### src/include/issue_config.svh
`ifndef ISSUE_CONFIG_SVH
`define ISSUE_CONFIG_SVH

// data and pc width
`define ISSUE_XLEN 32

// register address width
`define ISSUE_REGADDR_W 5

// multiply latency, issue to request
`define ISSUE_MUL_CYCLES 4

// data memory depth in words
`define ISSUE_DMEM_WORDS 64

`endif

### src/logic/issue_pkg.sv
`include "issue_config.svh"

package issue_pkg;

    typedef logic [`ISSUE_REGADDR_W-1:0] reg_addr_t;
    typedef logic [`ISSUE_XLEN-1:0]      xword_t;

    typedef enum logic [2:0] {
        op_alu,
        op_mul,
        op_load,
        op_store,
        op_jump
    } op_class_t;

    typedef enum logic [1:0] {
        fn_add,
        fn_sub,
        fn_and,
        fn_or
    } alu_fn_t;

    // one decoded slot, operands already read
    typedef struct packed {
        logic      valid;
        xword_t    pc;
        op_class_t op_class;
        alu_fn_t   fn;
        reg_addr_t rs1;
        logic      rs1_en;
        reg_addr_t rs2;
        logic      rs2_en;
        reg_addr_t rd;
        logic      rd_en;
        xword_t    opa;
        xword_t    opb;
    } issue_slot_t;

    // bit 0 int0, bit 1 int1, bit 2 mem
    typedef logic [2:0] unit_sel_t;

    typedef struct packed {
        logic      busy;
        reg_addr_t rd;
        logic      rd_en;
    } unit_status_t;

    typedef struct packed {
        logic      valid;
        reg_addr_t rd;
        xword_t    data;
    } wb_t;

endpackage

### src/logic/wb_arbiter.sv
`timescale 1ns/100ps

module wb_arbiter (
    input  logic           clk,
    input  logic           rst,
    input  logic           req_mem,
    input  logic           req_int0,
    input  logic           req_int1,
    input  issue_pkg::wb_t res_mem,
    input  issue_pkg::wb_t res_int0,
    input  issue_pkg::wb_t res_int1,
    output logic           grant_mem,
    output logic           grant_int0,
    output logic           grant_int1,
    output issue_pkg::wb_t wb
);
    import issue_pkg::*;

    unit_sel_t gnt;
    wb_t       granted;

    // mem over int0 over int1
    assign gnt[2] = req_mem;
    assign gnt[0] = req_int0 && !req_mem;
    assign gnt[1] = req_int1 && !req_mem && !req_int0;

    assign grant_mem  = gnt[2];
    assign grant_int0 = gnt[0];
    assign grant_int1 = gnt[1];

    always_comb begin
        case (gnt)
            3'b100:  granted = res_mem;
            3'b001:  granted = res_int0;
            default: granted = res_int1;
        endcase
    end

    always_ff @(posedge clk) begin
        if (rst) begin
            wb.valid <= 1'b0;
        end else begin
            wb.valid <= |gnt;
            wb.rd    <= granted.rd;
            wb.data  <= granted.data;
        end
    end

endmodule

### config.mk
export PLATFORM = sky130hd
export DESIGN_NAME = wb_arbiter
export DESIGN_NICKNAME = d
export VERILOG_FILES = /design/src/logic/issue_pkg.sv /design/src/logic/wb_arbiter.sv
export VERILOG_INCLUDE_DIRS = /design/src /design/src/include
export SDC_FILE = /design/constraint.sdc
export NUM_CORES = 1
export LEC_CHECK = 0
export BUFFER_PORTS_ARGS = -buffer_cell sky130_fd_sc_hd__buf_2
export CORE_ASPECT_RATIO = 1.4
export CORE_MARGIN = 5
export CORE_UTILIZATION = 44
export CTS_BUF_LIST = sky130_fd_sc_hd__clkbuf_4 sky130_fd_sc_hd__clkbuf_8
export DETAILED_ROUTE_END_ITERATION = 16
export PLACE_DENSITY = 0.87
export SLEW_MARGIN = 20
export SYNTH_ARGS = -nofsm -noshare
export SYNTH_HDL_FRONTEND = slang
export SYNTH_SLANG_ARGS = --single-unit
### constraint.sdc
create_clock -name clk -period 2.8 [get_ports clk]
set_input_delay 0.28 -clock clk [delete_from_list [all_inputs] [get_ports clk]]
set_output_delay 0.28 -clock clk [all_outputs]
set_load 0.05 [all_outputs]
# == Word-level counts from Yosys, hierarchy flattened ==
# Cells that the tools add are included.
# op_classes
shifts,0
n_bitwise,0
multipliers,0
n_div,0
order_cmp,0
eq_ne,2
n_mux,1
n_reduce_logical,6
add_sub_neg,0
# op_table
op,count
$pmux W37 S2,1
$eq A3 B1 Y1 const B,1
$eq A3 B3 Y1 const B,1
$logic_and A1 B1 Y1,3
$reduce_or A3 Y1,1
$logic_not A1 Y1,2
# totals
memories,0
ramBits,0
mem_bits_ro,0
register_bits,38
word_cells,12
inputBits,119
latch_bits,0
output_inout_bits,41

# == Depth between registers and ports, before layout ==
# depth
depth_word,5
mapped_depth,4
mapped_depth_nobuf,2

# == Worst setup path before layout ==
# No wires, ideal clock.
# synth_timing
path_kind,input to output
from,in req_int0
to,out grant_int1
slack_ps,812
arrival_time_ps,1708
path_buffers,2
path_stages,3
required_time_ps,2520
path_cell_list,buf_6 buf_12 nor3b_1
# synth_between
elab_chain_cells,2
# synth_rtl
item,line,text
from (decl),wb_arbiter.sv:7,"input logic req_int0,"
$logic_not A1 Y1,wb_arbiter.sv:25,assign gnt[1] = req_int1 && !req_mem && !req_int0;
$logic_and A1 B1 Y1,wb_arbiter.sv:25,
to (decl),wb_arbiter.sv:14,"output logic grant_int1,"
# Every way passes these cells.

# == Worst setup path in the final report ==
# layout_timing
from,in req_int0
to,out grant_int0
# layout_between
elab_chain_cells,1
# layout_rtl
item,line,text
$logic_and A1 B1 Y1,wb_arbiter.sv:24,assign gnt[0] = req_int0 && !req_mem;
to (decl),wb_arbiter.sv:13,"output logic grant_int0,"
# Every way passes these cells.

==> run_results.csv <==
group,metric,value,unit
run_status,status,"completed",
synthesis,synth_top_area_cell,"edfxtp_1",
detailed_routing,wl_per_cell,14.1,um
synthesis,syn_avg_cell_area,12.0,sq um
detailed_routing,dr_wl_met3,456,um
clocking,clk_pin_slew,0.07,ns
global_routing,grt_pass1_vias,1801,
finish,largest_register,"wb",
critical_path,cp_cell_sequence,"buf_2 -> nor2b_1 -> buf_2",
finish,drive_gt1_share,52.6,%
place,gp_congestion,0.843,
finish,largest_register_ffs,38,
detailed_routing,first_iter_violations,67,
sta,slew_headroom,53.9,%
place,dp.cells,375,
critical_path,crit_required,2.52,ns
sta,fin_setup_tns,0,ns
place,dp_hpwl,4370,um
sta,drv_slew,0,
critical_path,startpoint,"req_int0",
synthesis,synth_edf_count,37,
sta,setup_viol,0,
sta,holdWs,0.160,ns
place,pre_cts_ws,0.951,ns
critical_path,critPathTopFamily,"buffers and inverters",
sta,fmax,654,MHz
clocking,cts-resized-gates,0,
detailed_routing,dr_wl_met2,3140,um
synthesis,synthDistinctLibCells,17,
critical_path,crit_arrival,1.25,ns
die,fp.dieArea,0.00606,sq mm
place,dpl-instance-area,0.00276,sq mm
detailed_routing,wl_met1,1730,um
synthesis,synth.top_cell.area_share,55.1,%
synthesis,syn_inst,168,
sta,rsz0062_at_grt,"no",
finish,diodes,0,
clocking,root_buffer,"clkbuf_8",
die,rows,29,
sta,worst_pin_slew,0.692,ns
critical_path,slowest_stage,"buf_2",
die,die-height,90.1,um
job,drv_cap,0,
critical_path,path_buf_inv,2,
synthesis,ys_top_cells_by_count,"edfxtp_1, mux2i_1, nand2_1",
synthesis,synth_area_leaders,"edfxtp_1, mux2i_1, o21ai_1",
finish,nFillCells,399,
finish,fin_util,63.2,%
place,io_buffers,156,
global_routing,grt_max_degree,42,
finish,multi_input_area,728,sq um
synthesis,synth-async-reset-ratio,0,%
critical_path,max_stage_delay,0.49,ns
critical_path,crit_fanout,23,
die,die_w,67.2,um
finish,areaGrowthSynthToFinish,40.9,%
finish,finalNonFillerCells,383,
clocking,numCtsBuffers,5,
hold_path,hold_path_class,"in -> reg",
pwr,power.total,1.51,mW
pwr,p_leak,1.42,nW
critical_path,criticalPathCategory,"in -> out",
detailed_routing,viasPerCell,4.76,
detailed_routing,vias,1822,
detailed_routing,drtAntennaViolNets,0,
detailed_routing,wl,5420,um
die,start_util,44.8,%
pwr,p_per_area,531,mW/mm^2
die,core-area,0.00450,sq mm
global_routing,grt.total_usage,17.5,%
sta,fin_crit_sh,54.6,%
synthesis,seq_area_frac_synth,56.1,%
synthesis,ys_warn_count,0,
global_routing,grt_overflow,0,
clocking,cts_tree,"done",
detailed_routing,drtPass1Iterations,4,
clocking,cts_buffer_depth,2,
sta,setup_ws,1.27,ns
global_routing,antenna_found_initial,0,
clocking,cts_hold_buf,0,
synthesis,synth_ff_type,"edfxtp_1",
critical_path,crit_path_end_kind,"output pin",
hold_path,min_from,"rst",
sta,hold_viol_final,0,
synthesis,syn_area,0.00202,sq mm
detailed_routing,highest-signal-layer,"met4",
global_routing,grt_pass1_wl,8020,um
finish,design_area,0.00284,sq mm
die,ios,160,
finish,largestRegisters,"wb: 38 flops",
clocking,post_cts_buffers,0,
finish,regArea,0.00113,sq mm
detailed_routing,drc,0,
critical_path,crit_top_cell,"buf_2",
finish,fin_nets,439,
clocking,htree_levels,2,
sta,period_minus_slack,1.53,ns
synthesis,ys_ff_latch,38,
critical_path,start_kind,"input port",
pwr,ir_worst_vdd,0.302,mV
clocking,cts.sinks,38,
synthesis,synth.net_count,287,
==> kinds of logic after synthesis <==
kind of cell | after synthesis | synth area share [%]
buffers and inverters | 15 | 7.82
flip-flops | 38 | 56.1
AND/OR/NAND/NOR | 41 | 8.00
AO/OA/AOI/OAI | 37 | 9.74
multiplexers | 37 | 18.4
==> cell usage in the layout, fill, tap and decap left out <==
cell	count
buf_4	2
nor2b_1	1
mux2i_1	37
edfxtp_1	37
buf_2	156
clkbuf_8	5
nand2_1	37
clkinv_2	1
inv_1	1
clkinv_1	1
nor3_1	1
nor3b_1	1
dfxtp_1	1
o21ai_2	3
nor2_1	1
o21ai_1	34
clkbuf_4	1
buf_12	1
==> per-layer routing <==
layer  global-route usage [%]  up-vias
met5                        0        -
met4                     6.09        0
met3                     4.86        8
met2                     34.2       86
met1                     16.0      818
li1                         -      910
==> report_power, final <==
| part | total, mW | switching (mW) | internal (mW) |
|---|---|---|---|
| Sequential | 0.700 | 0.0115 | 0.689 |
| Clock | 0.354 | 0.174 | 0.181 |
| Combinational | 0.454 | 0.312 | 0.141 |
==> final timing paths <==
check / end / slack, ns / depth (start not counted)
worst max-delay path: grant_int0 / 1.27 / 3
worst min-delay path: wb[37]$_SDFF_PP0_ / 0.16 / 2
==> layout make-up <==
type,count,area share [%]
clock inverters,2,0.308
repair buffers,159,28.7
clock buffers,6,2.69
inverters,1,0.132
well taps,62,2.73
flip-flops and latches,38,39.8
multi-input cells,115,25.6
(Power assumes the default switching activity.)
