`src/include/issue_config.svh`:
```
`ifndef ISSUE_CONFIG_SVH
`define ISSUE_CONFIG_SVH

// data and pc width
`define ISSUE_XLEN 32

// register address width
`define ISSUE_REGADDR_W 5

// multiply latency, issue to request
`define ISSUE_MUL_CYCLES 4

// data memory depth in words
`define ISSUE_DMEM_WORDS 64

`endif

```
`src/logic/issue_pkg.sv`:
```
`include "issue_config.svh"

package issue_pkg;

    typedef logic [`ISSUE_REGADDR_W-1:0] reg_addr_t;
    typedef logic [`ISSUE_XLEN-1:0]      xword_t;

    typedef enum logic [2:0] {
        op_alu,
        op_mul,
        op_load,
        op_store,
        op_jump
    } op_class_t;

    typedef enum logic [1:0] {
        fn_add,
        fn_sub,
        fn_and,
        fn_or
    } alu_fn_t;

    // one decoded slot, operands already read
    typedef struct packed {
        logic      valid;
        xword_t    pc;
        op_class_t op_class;
        alu_fn_t   fn;
        reg_addr_t rs1;
        logic      rs1_en;
        reg_addr_t rs2;
        logic      rs2_en;
        reg_addr_t rd;
        logic      rd_en;
        xword_t    opa;
        xword_t    opb;
    } issue_slot_t;

    // bit 0 int0, bit 1 int1, bit 2 mem
    typedef logic [2:0] unit_sel_t;

    typedef struct packed {
        logic      busy;
        reg_addr_t rd;
        logic      rd_en;
    } unit_status_t;

    typedef struct packed {
        logic      valid;
        reg_addr_t rd;
        xword_t    data;
    } wb_t;

endpackage

```
`src/logic/issue_scoreboard.sv`:
```
`timescale 1ns/100ps

module issue_scoreboard (
    input  issue_pkg::issue_slot_t  slot1,
    input  issue_pkg::issue_slot_t  slot2,
    input  issue_pkg::unit_status_t st_int0,
    input  issue_pkg::unit_status_t st_int1,
    input  issue_pkg::unit_status_t st_mem,
    output logic                    stall1,
    output logic                    stall2,
    output logic                    flush2,
    output issue_pkg::issue_slot_t  issue_int0,
    output issue_pkg::issue_slot_t  issue_int1,
    output issue_pkg::issue_slot_t  issue_mem
);
    import issue_pkg::*;

    unit_sel_t free;
    unit_sel_t free2;
    unit_sel_t sel1;
    unit_sel_t sel2;
    logic      hit1;
    logic      hit2;
    logic      pair_dep;
    logic      go1;
    logic      go2;

    // raw or waw against one busy unit
    function automatic logic busy_hit(issue_slot_t s, unit_status_t st);
        logic src;
        logic dst;
        src = (s.rs1_en && s.rs1 == st.rd) || (s.rs2_en && s.rs2 == st.rd);
        dst = s.rd_en && s.rd == st.rd;
        return st.busy && st.rd_en && (src || dst);
    endfunction

    // first free unit of the kind the slot needs, int0 before int1
    function automatic unit_sel_t pick(issue_slot_t s, unit_sel_t avail);
        unit_sel_t sel;
        sel = '0;
        if (s.op_class == op_load || s.op_class == op_store) begin
            if (avail[2]) begin
                sel = 3'b100;
            end
        end else if (avail[0]) begin
            sel = 3'b001;
        end else if (avail[1]) begin
            sel = 3'b010;
        end
        return sel;
    endfunction

    assign free = ~{st_mem.busy, st_int1.busy, st_int0.busy};

    assign hit1 = busy_hit(slot1, st_int0) || busy_hit(slot1, st_int1) ||
                  busy_hit(slot1, st_mem);
    assign hit2 = busy_hit(slot2, st_int0) || busy_hit(slot2, st_int1) ||
                  busy_hit(slot2, st_mem);

    assign sel1   = pick(slot1, free);
    assign stall1 = slot1.valid && (hit1 || sel1 == '0);
    assign go1    = slot1.valid && !stall1;
    assign flush2 = go1 && slot1.op_class == op_jump;

    // slot 2 only gets what slot 1 leaves
    assign free2 = free & ~(sel1 & {3{go1}});
    assign sel2  = pick(slot2, free2);

    // in-pair dependency on the older slot's destination
    assign pair_dep = slot1.valid && slot1.rd_en &&
                      ((slot2.rs1_en && slot2.rs1 == slot1.rd) ||
                       (slot2.rs2_en && slot2.rs2 == slot1.rd) ||
                       (slot2.rd_en && slot2.rd == slot1.rd));

    assign stall2 = slot2.valid &&
                    ((slot1.valid && stall1) || hit2 || pair_dep || sel2 == '0);
    assign go2    = slot2.valid && !stall2 && !flush2;

    always_comb begin
        issue_int0 = '0;
        issue_int1 = '0;
        issue_mem  = '0;
        if (go2) begin
            case (sel2)
                3'b001:  issue_int0 = slot2;
                3'b010:  issue_int1 = slot2;
                3'b100:  issue_mem  = slot2;
                default: ;
            endcase
        end
        if (go1) begin
            case (sel1)
                3'b001:  issue_int0 = slot1;
                3'b010:  issue_int1 = slot1;
                3'b100:  issue_mem  = slot1;
                default: ;
            endcase
        end
    end

endmodule

```
`config.mk`:
```
export PLATFORM = sky130hd
export DESIGN_NAME = issue_scoreboard
export DESIGN_NICKNAME = d
export VERILOG_FILES = /design/src/logic/issue_pkg.sv /design/src/logic/issue_scoreboard.sv
export VERILOG_INCLUDE_DIRS = /design/src /design/src/include
export SDC_FILE = /design/constraint.sdc
export NUM_CORES = 1
export LEC_CHECK = 0
export ABC_AREA = 1
export BUFFER_PORTS_ARGS = -buffer_cell sky130_fd_sc_hd__buf_2
export CORE_AREA = 2 2 240 242
export DETAILED_ROUTE_END_ITERATION = 10
export DIE_AREA = 0 0 242 244
export GPL_ROUTABILITY_DRIVEN = 0
export PLACE_DENSITY = 0.39
export SLEW_MARGIN = 10
export SYNTH_ARGS = -nofsm -noshare
export SYNTH_HDL_FRONTEND = slang
export SYNTH_SLANG_ARGS = --single-unit
```
`constraint.sdc`:
```
create_clock -name vclk -period 2.51
set_input_delay 0.3765 -clock vclk [all_inputs]
set_output_delay 0.3765 -clock vclk [all_outputs]
set_load 0.05 [all_outputs]
```
=== After elaboration in Yosys (flattened, before gate mapping) ===
Index checks and enable logic that the tools add are counted.
W data, S select, Z words.

* Logic and storage cells: 124
* Flip-flop bits (word level): 0
* Output and inout bits: 363
* Input port bits: 261

* Multiplexer cells: 20
* Equal/unequal tests: 32
* Reduce and logical (&&, ||, !) cells: 68
* Bitwise logic cells: 4

{| class="wikitable"
|+ Operator list
! operator !! count
|-
| $mux W120 || 12
|-
| $eq A5 B5 Y1 || 21
|-
| $logic_and A1 B1 Y1 || 39
|-
| $logic_or A1 B1 Y1 || 24
|-
| $eq A3 B2 Y1 const B || 6
|-
| $mux W3 || 4
|-
| $eq A3 B3 Y1 const B || 3
|-
| $mux W2 || 4
|-
| $and A3 B3 Y3 || 2
|-
| $eq A3 B1 Y1 const B || 2
|-
| $logic_not A3 Y1 || 2
|-
| $not A3 Y3 || 2
|-
| $logic_not A1 Y1 || 3
|}

=== Depth between registers and ports, before layout ===
* Depth after elaboration: 26
* Gate-level depth with buffers: 19
* Depth with buffers taken out: 16

=== Worst setup path before layout ===
OpenSTA, ideal clock, no wires.

* Path kind: input to output
* Start: input port slot1[66] in the netlist's numbering
* End: output port stall2
* Required time: 2.134 ns
* Slack: -1.059 ns
* Stages: 15
* Data arrival time: 3.193 ns
* Path buffers: 3
* Cells stage by stage: buf_2 -> inv_2 -> nand2_1 -> nand2_1 -> nor2_1 -> nand3_1 -> nand3_1 -> nand2_1 -> nand2_1 -> nor2_2 -> nor2_1 -> nor3_4 -> buf_2 -> buf_2 -> a21oi_1

* Longest elaborated chain between the ends: 19
* Elaborated cells on any way between the ends: 40
* Those cells by class: 6 x eq/ne; 4 x mux; 3 x bitwise; 27 x reduce/logical

{| class="wikitable"
|+ RTL lines
! item !! line !! RTL
|-
| start: declaration || issue_scoreboard.sv:4 || <nowiki>input issue_pkg::issue_slot_t slot1,</nowiki>
|-
| $eq A5 B5 Y1 || issue_scoreboard.sv:33 || <nowiki>dst = s.rd_en && s.rd == st.rd;</nowiki>
|-
| $logic_and A1 B1 Y1 || issue_scoreboard.sv:33 ||
|-
| $logic_or A1 B1 Y1 || issue_scoreboard.sv:34 || <nowiki>return st.busy && st.rd_en && (src || dst);</nowiki>
|-
| $logic_and A1 B1 Y1 || issue_scoreboard.sv:34 ||
|-
| $logic_or A1 B1 Y1 || issue_scoreboard.sv:55 || <nowiki>assign hit1 = busy_hit(slot1, st_int0) || busy_hit(slot1, st_int1) ||</nowiki>
|-
| $logic_or A1 B1 Y1 * || issue_scoreboard.sv:55 ||
|-
| $logic_or A1 B1 Y1 * || issue_scoreboard.sv:61 || <nowiki>assign stall1 = slot1.valid && (hit1 || sel1 == '0);</nowiki>
|-
| $logic_and A1 B1 Y1 * || issue_scoreboard.sv:61 ||
|-
| via stall1 || issue_scoreboard.sv:9 || <nowiki>output logic stall1,</nowiki>
|-
| (+3 left out) || - ||
|-
| $not A3 Y3 || issue_scoreboard.sv:66 || <nowiki>assign free2 = free & ~(sel1 & {3{go1}});</nowiki>
|-
| $and A3 B3 Y3 || issue_scoreboard.sv:66 ||
|-
| $mux W2 || issue_scoreboard.sv:47 || <nowiki>end else if (avail[1]) begin</nowiki>
|-
| $mux W2 || issue_scoreboard.sv:45 || <nowiki>end else if (avail[0]) begin</nowiki>
|-
| $mux W3 || issue_scoreboard.sv:41 || <nowiki>if (s.op_class == op_load || s.op_class == op_store) begin</nowiki>
|-
| $logic_not A3 Y1 || issue_scoreboard.sv:76 || <nowiki>((slot1.valid && stall1) || hit2 || pair_dep || sel2 == '0);</nowiki>
|-
| $logic_or A1 B1 Y1 * || issue_scoreboard.sv:76 ||
|-
| $logic_and A1 B1 Y1 * || issue_scoreboard.sv:75 || <nowiki>assign stall2 = slot2.valid &&</nowiki>
|-
| end: declaration || issue_scoreboard.sv:10 || <nowiki>output logic stall2,</nowiki>
|}

The timed path passes the listed nets; every way through them passes the cells marked *.

==> results.txt <==
----------------------------------------------------
[Pwr]
  Switching power summed over all nets ... 2.92 mW
  Max IR drop VDD ... 0.0851 mV
  Pwr Total ... 4.99 mW
  Leakage dissipation ... 11.3 nW
  Internal power consumption ... 2.07 mW
  Sequential share of power ... 0%
  Part of the power in the clock network ... 0%
  Total power divided by cell area ... 220 nW/µm²
  Relative contribution of combinational cells to total power ... 100.0%
  Net Sw Frac ... 58.6%

[Place]
  Placed cell count ... 3569
  Port bufs ... 623
  Detailed placer's ending HPWL ... 54300 µm

[Global route]
  Global-route wire length before repair ... 104000 µm
  Total Routing Usage GR ... 22.3%
  GR Overflow Total ... 0
  Largest net degree at the start of global routing ... 51
  Number of global-route vias before repair ... 17000
  Initial antenna violation count ... 15

[STA]
  Final Setup Violations ... 361
  Final worst-path setup slack ... -0.557 ns
  Max Clock Freq ... 326 MHz
  Final count of pins violating max slew ... 0
  Setup TNS ... -167.08 ns
  Post-route minimum period ... 3.07 ns
  Share of the clock period used by the worst path ... 122%
  Final number of hold-violating endpoints ... 0
  Unrepaired setup endpoints after global routing ... true

[Critical path]
  Maximum fanout encountered on the critical timing path ... 8
  Worst path top cell family by delay ... buffers and inverters
  Series of cell instances along the critical path ... buf_4 > inv_4 > buf_4 > buf_12 > o22ai_1 > a21oi_1 > nand3_1 > nand3_2 > nand2_1 > nand2_2 > nor3_4 > buf_12 > buf_12 > buf_16 > buf_4 > nand4_1 > nand2_4 > buf_6
  Master of the slowest instance on the critical path ... buf_12
  Max stage delay on crit path ... 0.21 ns
  Sum of buffers and inverters on the critical path ... 9
  Data arrival time of the worst path ... 2.69 ns
  Required time at the worst-slack endpoint ... 2.13 ns
  Kind of end point of the critical path ... primary output
  Type of origin of the critical path ... input pin
  Worst Setup Path Type ... in -> out

[Die]
  Io pins ... 624
  Die W ... 242 µm
  Area inside the core boundary ... 56200 µm²
  Height of the die ... 244 µm
  Die Footprint ... 59000 µm²
  Starting density of the core ... 16.5%
  Row cnt ... 87

[CTS]
  Hold-fix buffer count after cts ... 0

[Run status]
  Failing checks ... negative setup slack
  Result of the run ... complete, but fails checks

[Yosys]
  Most common cell in the netlist ... nand2_1
  Cell type contributing the most total cell area after synthesis ... nand2_1
  Sequential fraction of the synthesis area ... 0%
  Portion of synthesized cell area occupied by the leading cell type ... 35.2%
  Synthesized instance count ... 2129
  List of most frequent post-synthesis cells ... 868 x nand2_1, 407 x nor2_1, 358 x nand4_1, 151 x inv_1, 92 x buf_2
  Net count after synthesis ... 2390
  Syn Std Cell Area ... 9250 µm²
  Syn Area/Cell ... 4.35 µm²
  Synth area leaders ... nand2_1 35%, nand4_1 24%, nor2_1 17%
  Number of warnings reported in the yosys synthesis log ... 0
  Distinct cell type count after synthesis ... 21

[Hold path]
  Hold Startpoint ... slot1[32]
  Endpoint, Worst Hold ... issue_int1[32]
  Min-Delay Path Class ... in -> out
  Number of cells traversed by the worst hold path ... 4

[Flow run]
  Maximum capacitance violations ... 0

[Final layout]
  Final non-filler cell total ... 3658
  Count of clock buffers in the final design ... 0
  Post-layout util ... 40.4%
  Reg area ... 0 µm²
  Nets@finish ... 3154
  Share of final-layout standard cells stronger than drive strength 1 ... 49.2%
  Layout overhead on the synthesized area ... 145%
  Seq_cells ... 0

[Routing]
  DRC violation count after routing ... 0
  Via count normalized by instance count ... 4.85
  Post-DR wirelength/cell ... 20.1 µm
  Detail Route Antenna Nets ... 0
  Router iterations before antenna repair ... 5
  Via total after detailed routing ... 17700
  Overall routed net length ... 73500 µm
  First-iteration detailed-routing DRC count ... 1086

----------------------------------------------------
-- power by group through the flow --
stage,sequential [mW],combinational [mW],clock [mW]
final,0,4.99,0.000000589
after CTS,0,4.55,0
after detailed placement,0,3.93,0
after global routing,0,5.23,0.000000534
after floorplan,0,2.33,0
after global placement,0,3.91,0
-- per-stage QoR --
| step | worst slack [ns] | instance area, µm² | hold slack, ns |
|---|---|---|---|
| 2_1_floorplan | -0.0857 | 11900 | 0.923 |
| 3_3_place_gp | -0.873 | 18500 | 1.14 |
| 6_report | -0.557 | 22700 | 1.12 |
| 5_1_grt | -0.653 | 22700 | 1.15 |
| 4_1_cts | -0.565 | 20800 | 1.14 |
| 3_5_place_dp | -0.800 | 18500 | 1.14 |
-- layout by cell type (no fill, tap or decap), types with 5 or more instances in the layout --
cell type | netlist | layout
o22ai_1 | 28 | 27
a221oi_1 | 7 | 7
buf_16 | 0 | 24
nand2_2 | 0 | 63
nand4_1 | 358 | 358
nand2_4 | 0 | 303
nand3_2 | 0 | 8
nand2_1 | 868 | 501
buf_4 | 3 | 280
buf_6 | 0 | 140
nor2_1 | 407 | 378
clkbuf_4 | 0 | 16
buf_2 | 92 | 237
o21ai_1 | 0 | 5
nor2_2 | 1 | 23
inv_2 | 14 | 6
nand3_1 | 33 | 21
buf_8 | 0 | 132
clkbuf_16 | 0 | 15
nor2_4 | 0 | 7
buf_12 | 0 | 126
o21ai_0 | 13 | 6
diode_2 | 0 | 11
inv_4 | 0 | 21
a21oi_1 | 23 | 22
inv_1 | 151 | 131
nor3_1 | 8 | 6
-- final cells by class --
class | count | area (µm²)
fillers | 5942 | 33500
repair buffers | 972 | 10600
multi-input cells | 1752 | 10400
well taps | 756 | 946
inverters | 167 | 722
diodes | 11 | 27.5
-- routing by layer --
layer  vias to the layer above  GRT usage (%)  wire length, µm
met3                       144           3.01             4410
met4                         6           8.95             2830
li1                       8501              -                -
met1                      8313           28.6            30700
met2                       778           37.8            35600
met5                         -              0               28
-- how the worst max path moves through the flow --
stage	endpoint	cells after the start	from	slack (ns)
after detailed placement	issue_int0[109]	18	st_int1[4]	-0.80
after global placement	issue_int1[101]	20	slot1[75]	-0.87
after floorplan	issue_int0[70]	16	slot1[65]	-0.09
final	issue_int0[2]	18	st_int1[1]	-0.56
after global routing	issue_int1[88]	19	st_int1[4]	-0.65
after CTS	issue_int0[19]	19	st_int1[4]	-0.56
-- cells by family (layout without fill, tap and decap cells) --
| family | after synthesis | in the layout | share of synthesized area (%) |
|---|---|---|---|
| XOR/XNOR | 4 | 4 | 0.379 |
| other | 1 | 12 | 0.0405 |
| buffers and inverters | 377 | 1139 | 16.7 |
| AND/OR/NAND/NOR | 1676 | 1676 | 78.4 |
| AO/OA/AOI/OAI | 71 | 71 | 4.50 |
-- what timing repair did --
item	in CTS	in global routing
buffers inserted	34	12
pin swaps	54	155
gates resized for setup	457	502
endpoints found under the setup margin	361	361
gates cloned	20	18
No activity file was read; power rests on OpenSTA's default activity.
